## config.mk

```make
export PLATFORM = sky130hd
export DESIGN_NAME = filter_cond_generator
export DESIGN_NICKNAME = d
export VERILOG_FILES = /design/src/rtl/filter_cond_pkg.sv /design/src/rtl/filter_cond_generator.sv /design/src/rtl/filter_cond_router.sv /design/src/rtl/filter_cond_controller.sv /design/src/rtl/packet_fifo.sv
export VERILOG_INCLUDE_DIRS = /design/src /design/src/rtl
export SDC_FILE = /design/constraint.sdc
export NUM_CORES = 1
export LEC_CHECK = 0
export BUFFER_PORTS_ARGS = -buffer_cell sky130_fd_sc_hd__buf_2
export CAP_MARGIN = 20
export CORE_UTILIZATION = 55
export DETAILED_ROUTE_END_ITERATION = 6
export GPL_TIMING_DRIVEN = 0
export PLACE_DENSITY = 0.78
export SLEW_MARGIN = 20
export SYNTH_ARGS = -nofsm -noshare
export SYNTH_HDL_FRONTEND = slang
export SYNTH_HIERARCHICAL = 1
export SYNTH_SLANG_ARGS = --single-unit
export TNS_END_PERCENT = 20
```

## constraint.sdc

```tcl
create_clock -name ap_clk -period 5.4 [get_ports ap_clk]
set_clock_uncertainty 0.1 [all_clocks]
set_input_delay 0.81 -clock ap_clk [delete_from_list [all_inputs] [get_ports ap_clk]]
set_output_delay 0.81 -clock ap_clk [all_outputs]
set_load 0.05 [all_outputs]
```

## src/rtl/filter_cond_params.svh

```systemverilog
`ifndef FILTER_COND_PARAMS_SVH
`define FILTER_COND_PARAMS_SVH

// ------------------------------
// Packet fields
// ------------------------------

// Payload word compared against the threshold
`define FC_DATA_W 32

// Destination id carried with each packet
`define FC_ROUTE_W 4

// ------------------------------
// FIFO sizing
// ------------------------------

// Entries per packet FIFO, power of two
`define FC_FIFO_DEPTH 16

// Fill level for prog_full
// Keeps room for the three packets in flight in the pipeline
`define FC_PROG_THRESH 12

`endif
```

## src/rtl/filter_cond_pkg.sv

```systemverilog
`default_nettype none

`include "filter_cond_params.svh"

package filter_cond_pkg;

    // ------------------------------
    // Enumerations
    // ------------------------------

    // Unsigned compare of data against threshold
    typedef enum logic [1:0] {
        OP_EQ,
        OP_NE,
        OP_LT,
        OP_GE
    } filter_cond_op_e;

    typedef enum logic [2:0] {
        ST_RESET,
        ST_IDLE,
        ST_RUN,
        ST_PAUSE,
        ST_DRAIN
    } filter_cond_state_e;

    // ------------------------------
    // Packets
    // ------------------------------

    typedef struct packed {
        logic [`FC_DATA_W-1:0]  data;
        logic [`FC_ROUTE_W-1:0] route_to;
        logic                   last;
    } packet_t;

    typedef struct packed {
        logic    valid;
        packet_t payload;
    } packet_beat_t;

    // ------------------------------
    // Configuration
    // ------------------------------

    typedef struct packed {
        filter_cond_op_e        op;
        logic [`FC_DATA_W-1:0]  threshold;
        logic                   filter_pass;
        logic                   conditional_flag;
        logic [`FC_ROUTE_W-1:0] route_if;
        logic [`FC_ROUTE_W-1:0] route_else;
    } filter_cond_cfg_t;

    typedef struct packed {
        logic             valid;
        filter_cond_cfg_t payload;
    } filter_cond_cfg_beat_t;

endpackage

`default_nettype wire

```

## src/rtl/filter_cond_generator.sv

```systemverilog
`timescale 1ns/10ps
`default_nettype none

`include "filter_cond_params.svh"

module filter_cond_generator
    import filter_cond_pkg::*;
(
    input  logic                  ap_clk,
    input  logic                  areset_generator,
    input  filter_cond_cfg_beat_t cfg_in,
    input  packet_beat_t          packet_in,
    input  logic                  out_rd_en,
    output packet_beat_t          packet_out,
    output logic                  in_prog_full,
    output logic                  done
);

    logic             in_pop;
    logic             in_empty;
    packet_beat_t     in_beat;
    packet_beat_t     out_push;
    logic             out_prog_full;
    filter_cond_cfg_t cfg;

    // ------------------------------
    // Input side
    // ------------------------------
    packet_fifo u_in_fifo (
        .ap_clk           (ap_clk),
        .areset_generator (areset_generator),
        .push             (packet_in),
        .rd_en            (in_pop),
        .pop_out          (in_beat),
        .empty            (in_empty),
        .prog_full        (in_prog_full)
    );

    filter_cond_controller u_controller (
        .ap_clk           (ap_clk),
        .areset_generator (areset_generator),
        .cfg_in           (cfg_in),
        .in_empty         (in_empty),
        .out_prog_full    (out_prog_full),
        .popped           (in_beat),
        .pop              (in_pop),
        .cfg              (cfg),
        .done             (done)
    );

    // ------------------------------
    // Filter and route
    // ------------------------------
    filter_cond_router u_router (
        .ap_clk           (ap_clk),
        .areset_generator (areset_generator),
        .cfg              (cfg),
        .packet_in        (in_beat),
        .push             (out_push)
    );

    // Output side read by the downstream consumer
    packet_fifo u_out_fifo (
        .ap_clk           (ap_clk),
        .areset_generator (areset_generator),
        .push             (out_push),
        .rd_en            (out_rd_en),
        .pop_out          (packet_out),
        .empty            (),
        .prog_full        (out_prog_full)
    );

endmodule

`default_nettype wire

```

## src/rtl/filter_cond_router.sv

```systemverilog
`timescale 1ns/10ps
`default_nettype none

`include "filter_cond_params.svh"

module filter_cond_router
    import filter_cond_pkg::*;
(
    input  logic             ap_clk,
    input  logic             areset_generator,
    input  filter_cond_cfg_t cfg,
    input  packet_beat_t     packet_in,
    output packet_beat_t     push
);

    logic                   cmp_hit;
    logic                   s1_valid;
    packet_t                s1_pkt;
    logic                   s1_hit;
    logic                   keep;
    logic [`FC_ROUTE_W-1:0] route_sel;
    logic                   push_valid;
    packet_t                push_pkt;

    // ------------------------------
    // Compare kernel
    // ------------------------------
    always_comb begin
        case (cfg.op)
            OP_EQ:   cmp_hit = (packet_in.payload.data == cfg.threshold);
            OP_NE:   cmp_hit = (packet_in.payload.data != cfg.threshold);
            OP_LT:   cmp_hit = (packet_in.payload.data < cfg.threshold);
            OP_GE:   cmp_hit = (packet_in.payload.data >= cfg.threshold);
            default: cmp_hit = 1'b0;
        endcase
    end

    // ------------------------------
    // Stage 1
    // ------------------------------
    always_ff @(posedge ap_clk) begin
        if (areset_generator) begin
            s1_valid <= 1'b0;
        end else begin
            s1_valid <= packet_in.valid;
        end
    end

    always_ff @(posedge ap_clk) begin
        s1_pkt <= packet_in.payload;
        s1_hit <= cmp_hit;
    end

    // ------------------------------
    // Stage 2 rules
    // ------------------------------
    always_comb begin
        if (cfg.conditional_flag) begin
            // Conditional mode keeps all and picks a branch route
            keep      = 1'b1;
            route_sel = s1_hit ? cfg.route_if : cfg.route_else;
        end else begin
            keep      = (s1_hit == cfg.filter_pass) | s1_pkt.last;
            route_sel = s1_pkt.route_to;
        end
    end

    always_ff @(posedge ap_clk) begin
        if (areset_generator) begin
            push_valid <= 1'b0;
        end else begin
            push_valid <= s1_valid & keep;
        end
    end

    always_ff @(posedge ap_clk) begin
        push_pkt.data     <= s1_pkt.data;
        push_pkt.route_to <= route_sel;
        push_pkt.last     <= s1_pkt.last;
    end

    assign push = {push_valid, push_pkt};

endmodule

`default_nettype wire

```

## src/rtl/filter_cond_controller.sv

```systemverilog
`timescale 1ns/10ps
`default_nettype none

`include "filter_cond_params.svh"

module filter_cond_controller
    import filter_cond_pkg::*;
(
    input  logic                  ap_clk,
    input  logic                  areset_generator,
    input  filter_cond_cfg_beat_t cfg_in,
    input  logic                  in_empty,
    input  logic                  out_prog_full,
    input  packet_beat_t          popped,
    output logic                  pop,
    output filter_cond_cfg_t      cfg,
    output logic                  done
);

    // Pop to push latency of the FIFO read plus both router stages
    localparam int DRAIN_CYCLES = 3;
    localparam int DRAIN_W      = $clog2(DRAIN_CYCLES);

    filter_cond_state_e state;
    filter_cond_state_e next_state;
    logic [DRAIN_W-1:0] drain_cnt;
    logic               last_seen;
    logic               cfg_take;
    logic               drain_end;

    assign last_seen = popped.valid & popped.payload.last;
    assign cfg_take  = (state == ST_IDLE) & cfg_in.valid;
    assign drain_end = (state == ST_DRAIN) & (drain_cnt == DRAIN_W'(DRAIN_CYCLES - 1));

    // Last packet at the FIFO output blocks the pop in the same cycle
    assign pop = (state == ST_RUN) & ~in_empty & ~out_prog_full & ~last_seen;

    // ------------------------------
    // Run FSM
    // ------------------------------
    always_ff @(posedge ap_clk) begin
        if (areset_generator) begin
            state <= ST_RESET;
        end else begin
            state <= next_state;
        end
    end

    always_comb begin
        next_state = state;
        case (state)
            ST_RESET: begin
                next_state = ST_IDLE;
            end
            ST_IDLE: begin
                if (cfg_in.valid) begin
                    next_state = ST_RUN;
                end
            end
            ST_RUN: begin
                if (last_seen) begin
                    next_state = ST_DRAIN;
                end else if (out_prog_full) begin
                    next_state = ST_PAUSE;
                end
            end
            ST_PAUSE: begin
                if (~out_prog_full) begin
                    next_state = ST_RUN;
                end
            end
            ST_DRAIN: begin
                if (drain_end) begin
                    next_state = ST_IDLE;
                end
            end
            default: begin
                next_state = ST_IDLE;
            end
        endcase
    end

    // Counts cycles spent in drain
    always_ff @(posedge ap_clk) begin
        if (areset_generator || state != ST_DRAIN) begin
            drain_cnt <= '0;
        end else begin
            drain_cnt <= drain_cnt + 1'b1;
        end
    end

    // ------------------------------
    // Configuration and done
    // ------------------------------
    always_ff @(posedge ap_clk) begin
        if (areset_generator) begin
            cfg  <= '0;
            done <= 1'b1;
        end else if (cfg_take) begin
            cfg  <= cfg_in.payload;
            done <= 1'b0;
        end else if (drain_end) begin
            done <= 1'b1;
        end
    end

endmodule

`default_nettype wire

```

## src/rtl/packet_fifo.sv

```systemverilog
`timescale 1ns/10ps
`default_nettype none

`include "filter_cond_params.svh"

module packet_fifo
    import filter_cond_pkg::*;
(
    input  logic         ap_clk,
    input  logic         areset_generator,
    input  packet_beat_t push,
    input  logic         rd_en,
    output packet_beat_t pop_out,
    output logic         empty,
    output logic         prog_full
);

    localparam int ADDR_W  = $clog2(`FC_FIFO_DEPTH);
    localparam int COUNT_W = $clog2(`FC_FIFO_DEPTH + 1);

    packet_t            mem [`FC_FIFO_DEPTH];
    logic [ADDR_W-1:0]  wr_ptr;
    logic [ADDR_W-1:0]  rd_ptr;
    logic [COUNT_W-1:0] count;
    logic               full;
    logic               wr_fire;
    logic               rd_fire;
    logic               rd_valid;
    packet_t            rd_data;

    // ------------------------------
    // Occupancy flags
    // ------------------------------
    assign full      = (count == COUNT_W'(`FC_FIFO_DEPTH));
    assign empty     = (count == '0);
    assign prog_full = (count >= COUNT_W'(`FC_PROG_THRESH));

    // Push into a full FIFO and pop from an empty one are both dropped
    assign wr_fire = push.valid & ~full;
    assign rd_fire = rd_en & ~empty;

    always_ff @(posedge ap_clk) begin
        if (wr_fire) begin
            mem[wr_ptr] <= push.payload;
        end
    end

    // ------------------------------
    // Pointers and count
    // ------------------------------
    always_ff @(posedge ap_clk) begin
        if (areset_generator) begin
            wr_ptr <= '0;
            rd_ptr <= '0;
            count  <= '0;
        end else begin
            if (wr_fire) begin
                wr_ptr <= wr_ptr + 1'b1;
            end
            if (rd_fire) begin
                rd_ptr <= rd_ptr + 1'b1;
            end
            case ({wr_fire, rd_fire})
                2'b10:   count <= count + 1'b1;
                2'b01:   count <= count - 1'b1;
                default: count <= count;
            endcase
        end
    end

    // Read data shows one cycle after the pop
    always_ff @(posedge ap_clk) begin
        if (areset_generator) begin
            rd_valid <= 1'b0;
        end else begin
            rd_valid <= rd_fire;
        end
    end

    always_ff @(posedge ap_clk) begin
        if (rd_fire) begin
            rd_data <= mem[rd_ptr];
        end
    end

    assign pop_out = {rd_valid, rd_data};

endmodule

`default_nettype wire

```

== Yosys cells after proc, flatten, opt, wreduce, memory -nomap -nowiden ==
Memory sizes are Yosys's and may differ from the RTL's. A register that Yosys moved wholly into a read port is not among the register bits.
Cells that the tools add are included.
Word-level totals
  flip-flop bits (word level): 155
  bits in writable memories: 1184
  memories: 2
  input bits: 86
Memories
  u_in_fifo.mem: depth 16, width 37, rd ports 1, clocked after memory_dff 1, wr ports 1, RTL line packet_fifo.sv:21  | packet_t mem [`FC_FIFO_DEPTH];
  u_out_fifo.mem: depth 16, width 37, rd ports 1, clocked after memory_dff 1, wr ports 1, RTL line packet_fifo.sv:21
Cells by class
  equality and inequality tests: 22
  multiplexer cells: 18
  reductions and logical operators: 8
  add/sub/neg operators: 9
  order comparisons: 4
  bitwise gates (word level): 18
Operators with widths (count)
  32-bit equality test: 1
  32-bit >= comparator: 1
  32-bit < comparator: 1
  32-bit inequality test: 1
  5-bit one-hot mux with 2 select lines: 2
  4-bit by 1-bit adder with 4-bit output, second input constant: 4
  3-bit 2-to-1 mux: 5
  3-bit one-hot mux with 4 select lines: 1
  1-bit bitwise AND: 11
  5-bit by 1-bit adder with 5-bit output, second input constant: 2
  2-bit equality test, second input constant: 5
  5-bit equality test, second input constant: 2
  5-bit by 4-bit >= comparator with 1-bit output, second input constant: 2
  5-bit logical NOT: 2
  5-bit by 1-bit subtractor with 5-bit output, second input constant: 2
  4-bit 2-to-1 mux: 2
  1-bit 2-to-1 mux: 7
  2-bit by 1-bit equality test with 1-bit output, second input constant: 3
  3-bit by 2-bit equality test with 1-bit output, second input constant: 2
  1-bit inverter: 6
  2-bit nonzero test: 3
  2-bit inequality test, second input constant: 2
  1-bit one-hot mux with 4 select lines: 1
  4-bit AND reduction: 1
  10 further kinds: 10

== Depth between registers and ports, before layout ==
  depth in word-level cells: 8
  gate-level depth with buffers: 13
  gate-level depth less buffers: 13

== Cells and area by module ==
The synthesis kept the hierarchy.
By module, submodules not included
  packet_fifo: area an instance 24111.9 sq um, cells an instance 1057, sequential area each 19168.4 sq um, times used 2
  filter_cond_router: area an instance 2507.4 sq um, cells an instance 215, sequential area each 1541.5 sq um, times used 1
  filter_cond_controller: area an instance 1903.1 sq um, cells an instance 228, sequential area each 1001.0 sq um, times used 1

== Least setup slack after synthesis ==
OpenSTA, ideal clock, no wires.
  path kind: in2reg
  from: input port packet_in[37] (netlist bit)
  to: memory u_in_fifo/mem[0][0] (netlist bit), enable pin
  setup time: 477 ps
  stages: 3
  buffers on the path: 0
  required time: 4823 ps
  arrival: 3592 ps
  slack: 1231 ps
  cells stage by stage: o21a_4 > nand2_1 > nor3_1
Between the ends
  word-level cells in the longest chain between the ends: 3
Ends and longest elaborated chain
  from (decl): RTL line filter_cond_generator.sv:12  | input packet_beat_t packet_in,
  1-bit bitwise AND: RTL line packet_fifo.sv:39  | assign wr_fire = push.valid & ~full;
  1-bit 2-to-1 mux: RTL line packet_fifo.sv:43  | if (wr_fire) begin
  1-bit 2-to-1 mux (not written as such): RTL line packet_fifo.sv:44  | mem[wr_ptr] <= push.payload;
  to (decl): RTL line packet_fifo.sv:21
No other way between the ends.

== Worst setup path after layout ==
  from: register u_out_fifo.count[4]
  to: register u_in_fifo.count[4]
Between the ends
  word-level cells in the longest chain between the ends: 7
  elaborated cells on any way between the ends: 9
  classes of those cells: 1 x order compare; 2 x eq/ne; 1 x mux; 4 x bitwise; 1 x reduce/logical
Ends and longest elaborated chain
  from (decl): RTL line packet_fifo.sv:24  | logic [COUNT_W-1:0] count;
  from (signal assigned): RTL line packet_fifo.sv:64  | 2'b10: count <= count + 1'b1;
  from (signal assigned): RTL line packet_fifo.sv:65  | 2'b01: count <= count - 1'b1;
  from (signal assigned): RTL line packet_fifo.sv:66  | default: count <= count;
  5-bit by 4-bit >= comparator with 1-bit output *: RTL line packet_fifo.sv:36  | assign prog_full = (count >= COUNT_W'(`FC_PROG_THRESH));
  via out_prog_full: RTL line filter_cond_generator.sv:23  | logic out_prog_full;
  1-bit inverter *: RTL line filter_cond_controller.sv:36  | assign pop = (state == ST_RUN) & ~in_empty & ~out_prog_full & ~last_seen;
  1-bit bitwise AND * (2 in series): RTL line filter_cond_controller.sv:36
  via in_pop: RTL line filter_cond_generator.sv:19  | logic in_pop;
  1-bit bitwise AND *: RTL line packet_fifo.sv:40  | assign rd_fire = rd_en & ~empty;
  via u_in_fifo.rd_fire: RTL line packet_fifo.sv:27  | logic rd_fire;
  2-bit by 1-bit equality test with 1-bit output or 2-bit equality test (tied branches): RTL line packet_fifo.sv:63  | case ({wr_fire, rd_fire})
  5-bit one-hot mux with 2 select lines or 2-bit nonzero test (tied branches)
  to (signal assigned): RTL line packet_fifo.sv:64
  to (signal assigned): RTL line packet_fifo.sv:65
  to (signal assigned): RTL line packet_fifo.sv:66
  to (decl): RTL line packet_fifo.sv:24
Mark *: on every way through the listed nets, which the timed path passes. The rest lies on a longest branch.
A chain may end at the register's enable or synchronous reset.

==> impl_metrics.env <==
export IMPL_r2r_end="u_in_fifo/count[4]$_SDFFE_PP0P_"
export IMPL_track_usage_pct=26.3
export IMPL_fp_coreArea_sq_um=94900
export IMPL_internal_power_mw=17.5
export IMPL_slew_viol_final=0
export IMPL_worstSetupStartpointType="flop"
export IMPL_synthesis_nets=2695
export IMPL_p_sw_mw=4.31
export IMPL_die_width_um=311
export IMPL_slew_headroom_pct=29.3
export IMPL_hpwl_mm=80.5
export IMPL_seq_power_share_pct=55.1
export IMPL_numCtsBuffers=134
export IMPL_regToRegStartpoint="u_out_fifo/count[4]$_SDFFE_PP0P_"
export IMPL_multi_input_area_sq_um=11100
export IMPL_area_sequential_sq_um=40900
export IMPL_hold_viol_final=0
export IMPL_drt_pass1_iter_count=7
export IMPL_num_rows=113
export IMPL_crit_path_end_kind="flop"
export IMPL_fin_cells=4272
export IMPL_hold_path_class="reg2reg"
export IMPL_cts_resized=0
export IMPL_clock_path_buffers=3
export IMPL_wl_per_cell_um=29.4
export IMPL_tritoncts="built"
export IMPL_clk_insertion_delay_late_ns=0.74
export IMPL_ff2ff_path_depth=13
export IMPL_grt_max_degree=31
export IMPL_r2r_slack_ns=1.55
export IMPL_synth_area_sq_um=52600
export IMPL_place_gp_congestion=0.795
export IMPL_avgSynthCellArea_sq_um=20.6
export IMPL_grt_pass1_vias=28100
export IMPL_crit_type="reg2reg"
export IMPL_h_tree_depth=4
export IMPL_netlist_instances=2556
export IMPL_status="completed"
export IMPL_clkTransAtPathRegs_ns=0.06
export IMPL_dp_cells=4028
export IMPL_gr_total_overflow=0
export IMPL_crit_fanout=10
export IMPL_power_share_combinational_pct=2.4
export IMPL_fin_crit_sh_pct=71.3
export IMPL_postRouteAntennaNets=0
export IMPL_drt_initial_drc_count=3381
export IMPL_n_fill_cell=5901
export IMPL_post_cts_setup_buffer_count=0
export IMPL_swShare_pct=19.8
export IMPL_nNetsFinal=3038
export IMPL_drive_gt1_share_pct=26.9
export IMPL_rsz0062_at_grt="no"
export IMPL_hold_buffers=0
export IMPL_worstSetupEndpoint="u_in_fifo/count[4]$_SDFFE_PP0P_"
export IMPL_die_area_sq_um=96900
export IMPL_maxCapViolCount=0
export IMPL_start_util_pct=55.5
export IMPL_startpoint="u_out_fifo/count[4]$_SDFFE_PP0P_"
export IMPL_io_pins=126
export IMPL_antenna_found_initial=14
export IMPL_clkPwrFrac_pct=42.5
export IMPL_max_freq_mhz=260
export IMPL_viasPerCell=6.33
export IMPL_period_needed_ns=3.85
export IMPL_whs_ns=0.227
export IMPL_area_growth_pct=15.4
export IMPL_power_leakage_nw=19.5
export IMPL_setup_viol=0
export IMPL_critPathRequiredTime_ns=5.92
export IMPL_worstMarginPinSlew_ns=1.06
export IMPL_cp_data_arrival_time_ns=4.37
export IMPL_peakVddDrop_uv=337
export IMPL_wl_mm=126
export IMPL_root_buffer="clkbuf_16"
export IMPL_vias=27000
export IMPL_drc_errors=0
export IMPL_cts_sinks=1413
export IMPL_ys_warn_count=6
export IMPL_port_buffers=125
export IMPL_grt_pass1_wl_mm=184
export IMPL_pwr_density_cell_nw_per_um2=359
export IMPL_fp_dieH_um=311
[power by group through the flow]
stage	logic (mW)	registers, mW	clock network (mW)
floorplan	0.274	12.2	0
global placement	0.461	12.2	0
detailed placement	0.511	12.2	0
CTS	0.519	12.0	9.35
global route	0.559	12.0	9.77
finish	0.523	12.0	9.26
[cells in the final DEF (no fill, tap or decap), drive strengths merged, types with 2 or more instances in the layout]
cell type and count:
or4 3, nor4bb 2, o21a 2, nand4 10
mux2 2, diode 2, a21o 5, nand2b 9
nand3 4, clkinvlp 7, and2 2, inv 52
and3 4, nor2 77, o211ai 11, fa 2
xor2 14, xnor2 3, a22oi 148, nor4 5
mux2i 10, nor3b 2, ha 51, a221o 2
nor3 13, nand2 185, edfxtp 1258, o21ai 7
a21oi 71, nor2b 6, clkbuf 249, mux4 296
dfxtp 155, clkinv 36, buf 278, or3 4
bufinv 9
[stage by stage]
step | instance area [sq um] | worst slack (ns) | power [mW] | utilization [%] | TNS, ns
2_1_floorplan | 52600 | 1.23 | 12.5 | - | 0
3_3_place_gp | 54800 | -1.67 | 12.7 | 57.8 | -454.67
3_5_place_dp | 56400 | 1.62 | 12.7 | 59.5 | 0
4_1_cts | 60700 | 1.57 | 21.9 | 64.0 | 0
5_1_grt | 60800 | 1.26 | 22.3 | 64.0 | 0
6_report | 60800 | 1.55 | 21.8 | 64.0 | 0
[state kept, by name, summed over array words and instances (netlist names), 5 cells and up]
register            cells
u_controller/cfg       44
u_in_fifo/count         5
u_in_fifo/mem         592
u_in_fifo/pop_out      37
u_out_fifo/count        5
u_out_fifo/mem        592
u_out_fifo/pop_out     37
u_router/push          37
u_router/s1_pkt        37
[worst max-delay path: stages, from the launching register on]
cell and delay (ns):
dfxtp_1 0.37, inv_1 0.23, nand2_1 0.12, nand2b_1 0.18, nor3_1 0.49, o21ai_4 0.16
inv_2 0.35, ha_1 0.35, inv_1 0.10, fa_1 0.41, nand2b_1 0.16, a21oi_1 0.16
mux2i_1 0.22, mux2_2 0.35
[worst min path at each step]
stage / start / endpoint / cells after the start
5_1_grt: cfg_in[32] / u_controller/cfg[32]$_SDFFE_PP0P_ / 3
3_5_place_dp: u_router/s1_pkt[6]$_DFF_P_ / u_router/push[6]$_DFF_P_ / 0
2_1_floorplan: u_router/s1_pkt[10]$_DFF_P_ / u_router/push[10]$_DFF_P_ / 0
4_1_cts: cfg_in[38] / u_controller/cfg[38]$_SDFFE_PP0P_ / 3
6_report: u_router/s1_pkt[35]$_DFF_P_ / u_router/push[35]$_DFF_P_ / 0
3_3_place_gp: u_router/s1_pkt[7]$_DFF_P_ / u_router/push[7]$_DFF_P_ / 0
[routing by layer]
layer,routed length [um],GRT usage (%),vias up
met4,5140,11.0,14
met3,12500,6.04,371
met1,44300,32.6,13900
li1,-,-,11100
met5,90,0,-
met2,63700,44.6,1657
[cell type report]
class,instances,area share (%)
inverters,50,0.309
well taps,1265,2.61
clock inverters,54,0.842
diodes,2,0.00824
repair buffers,207,3.28
multi-input cells,961,18.2
clock buffers,188,6.26
flip-flops and latches,1413,67.3
plain buffers,132,1.18
(Power assumes the default switching activity.)
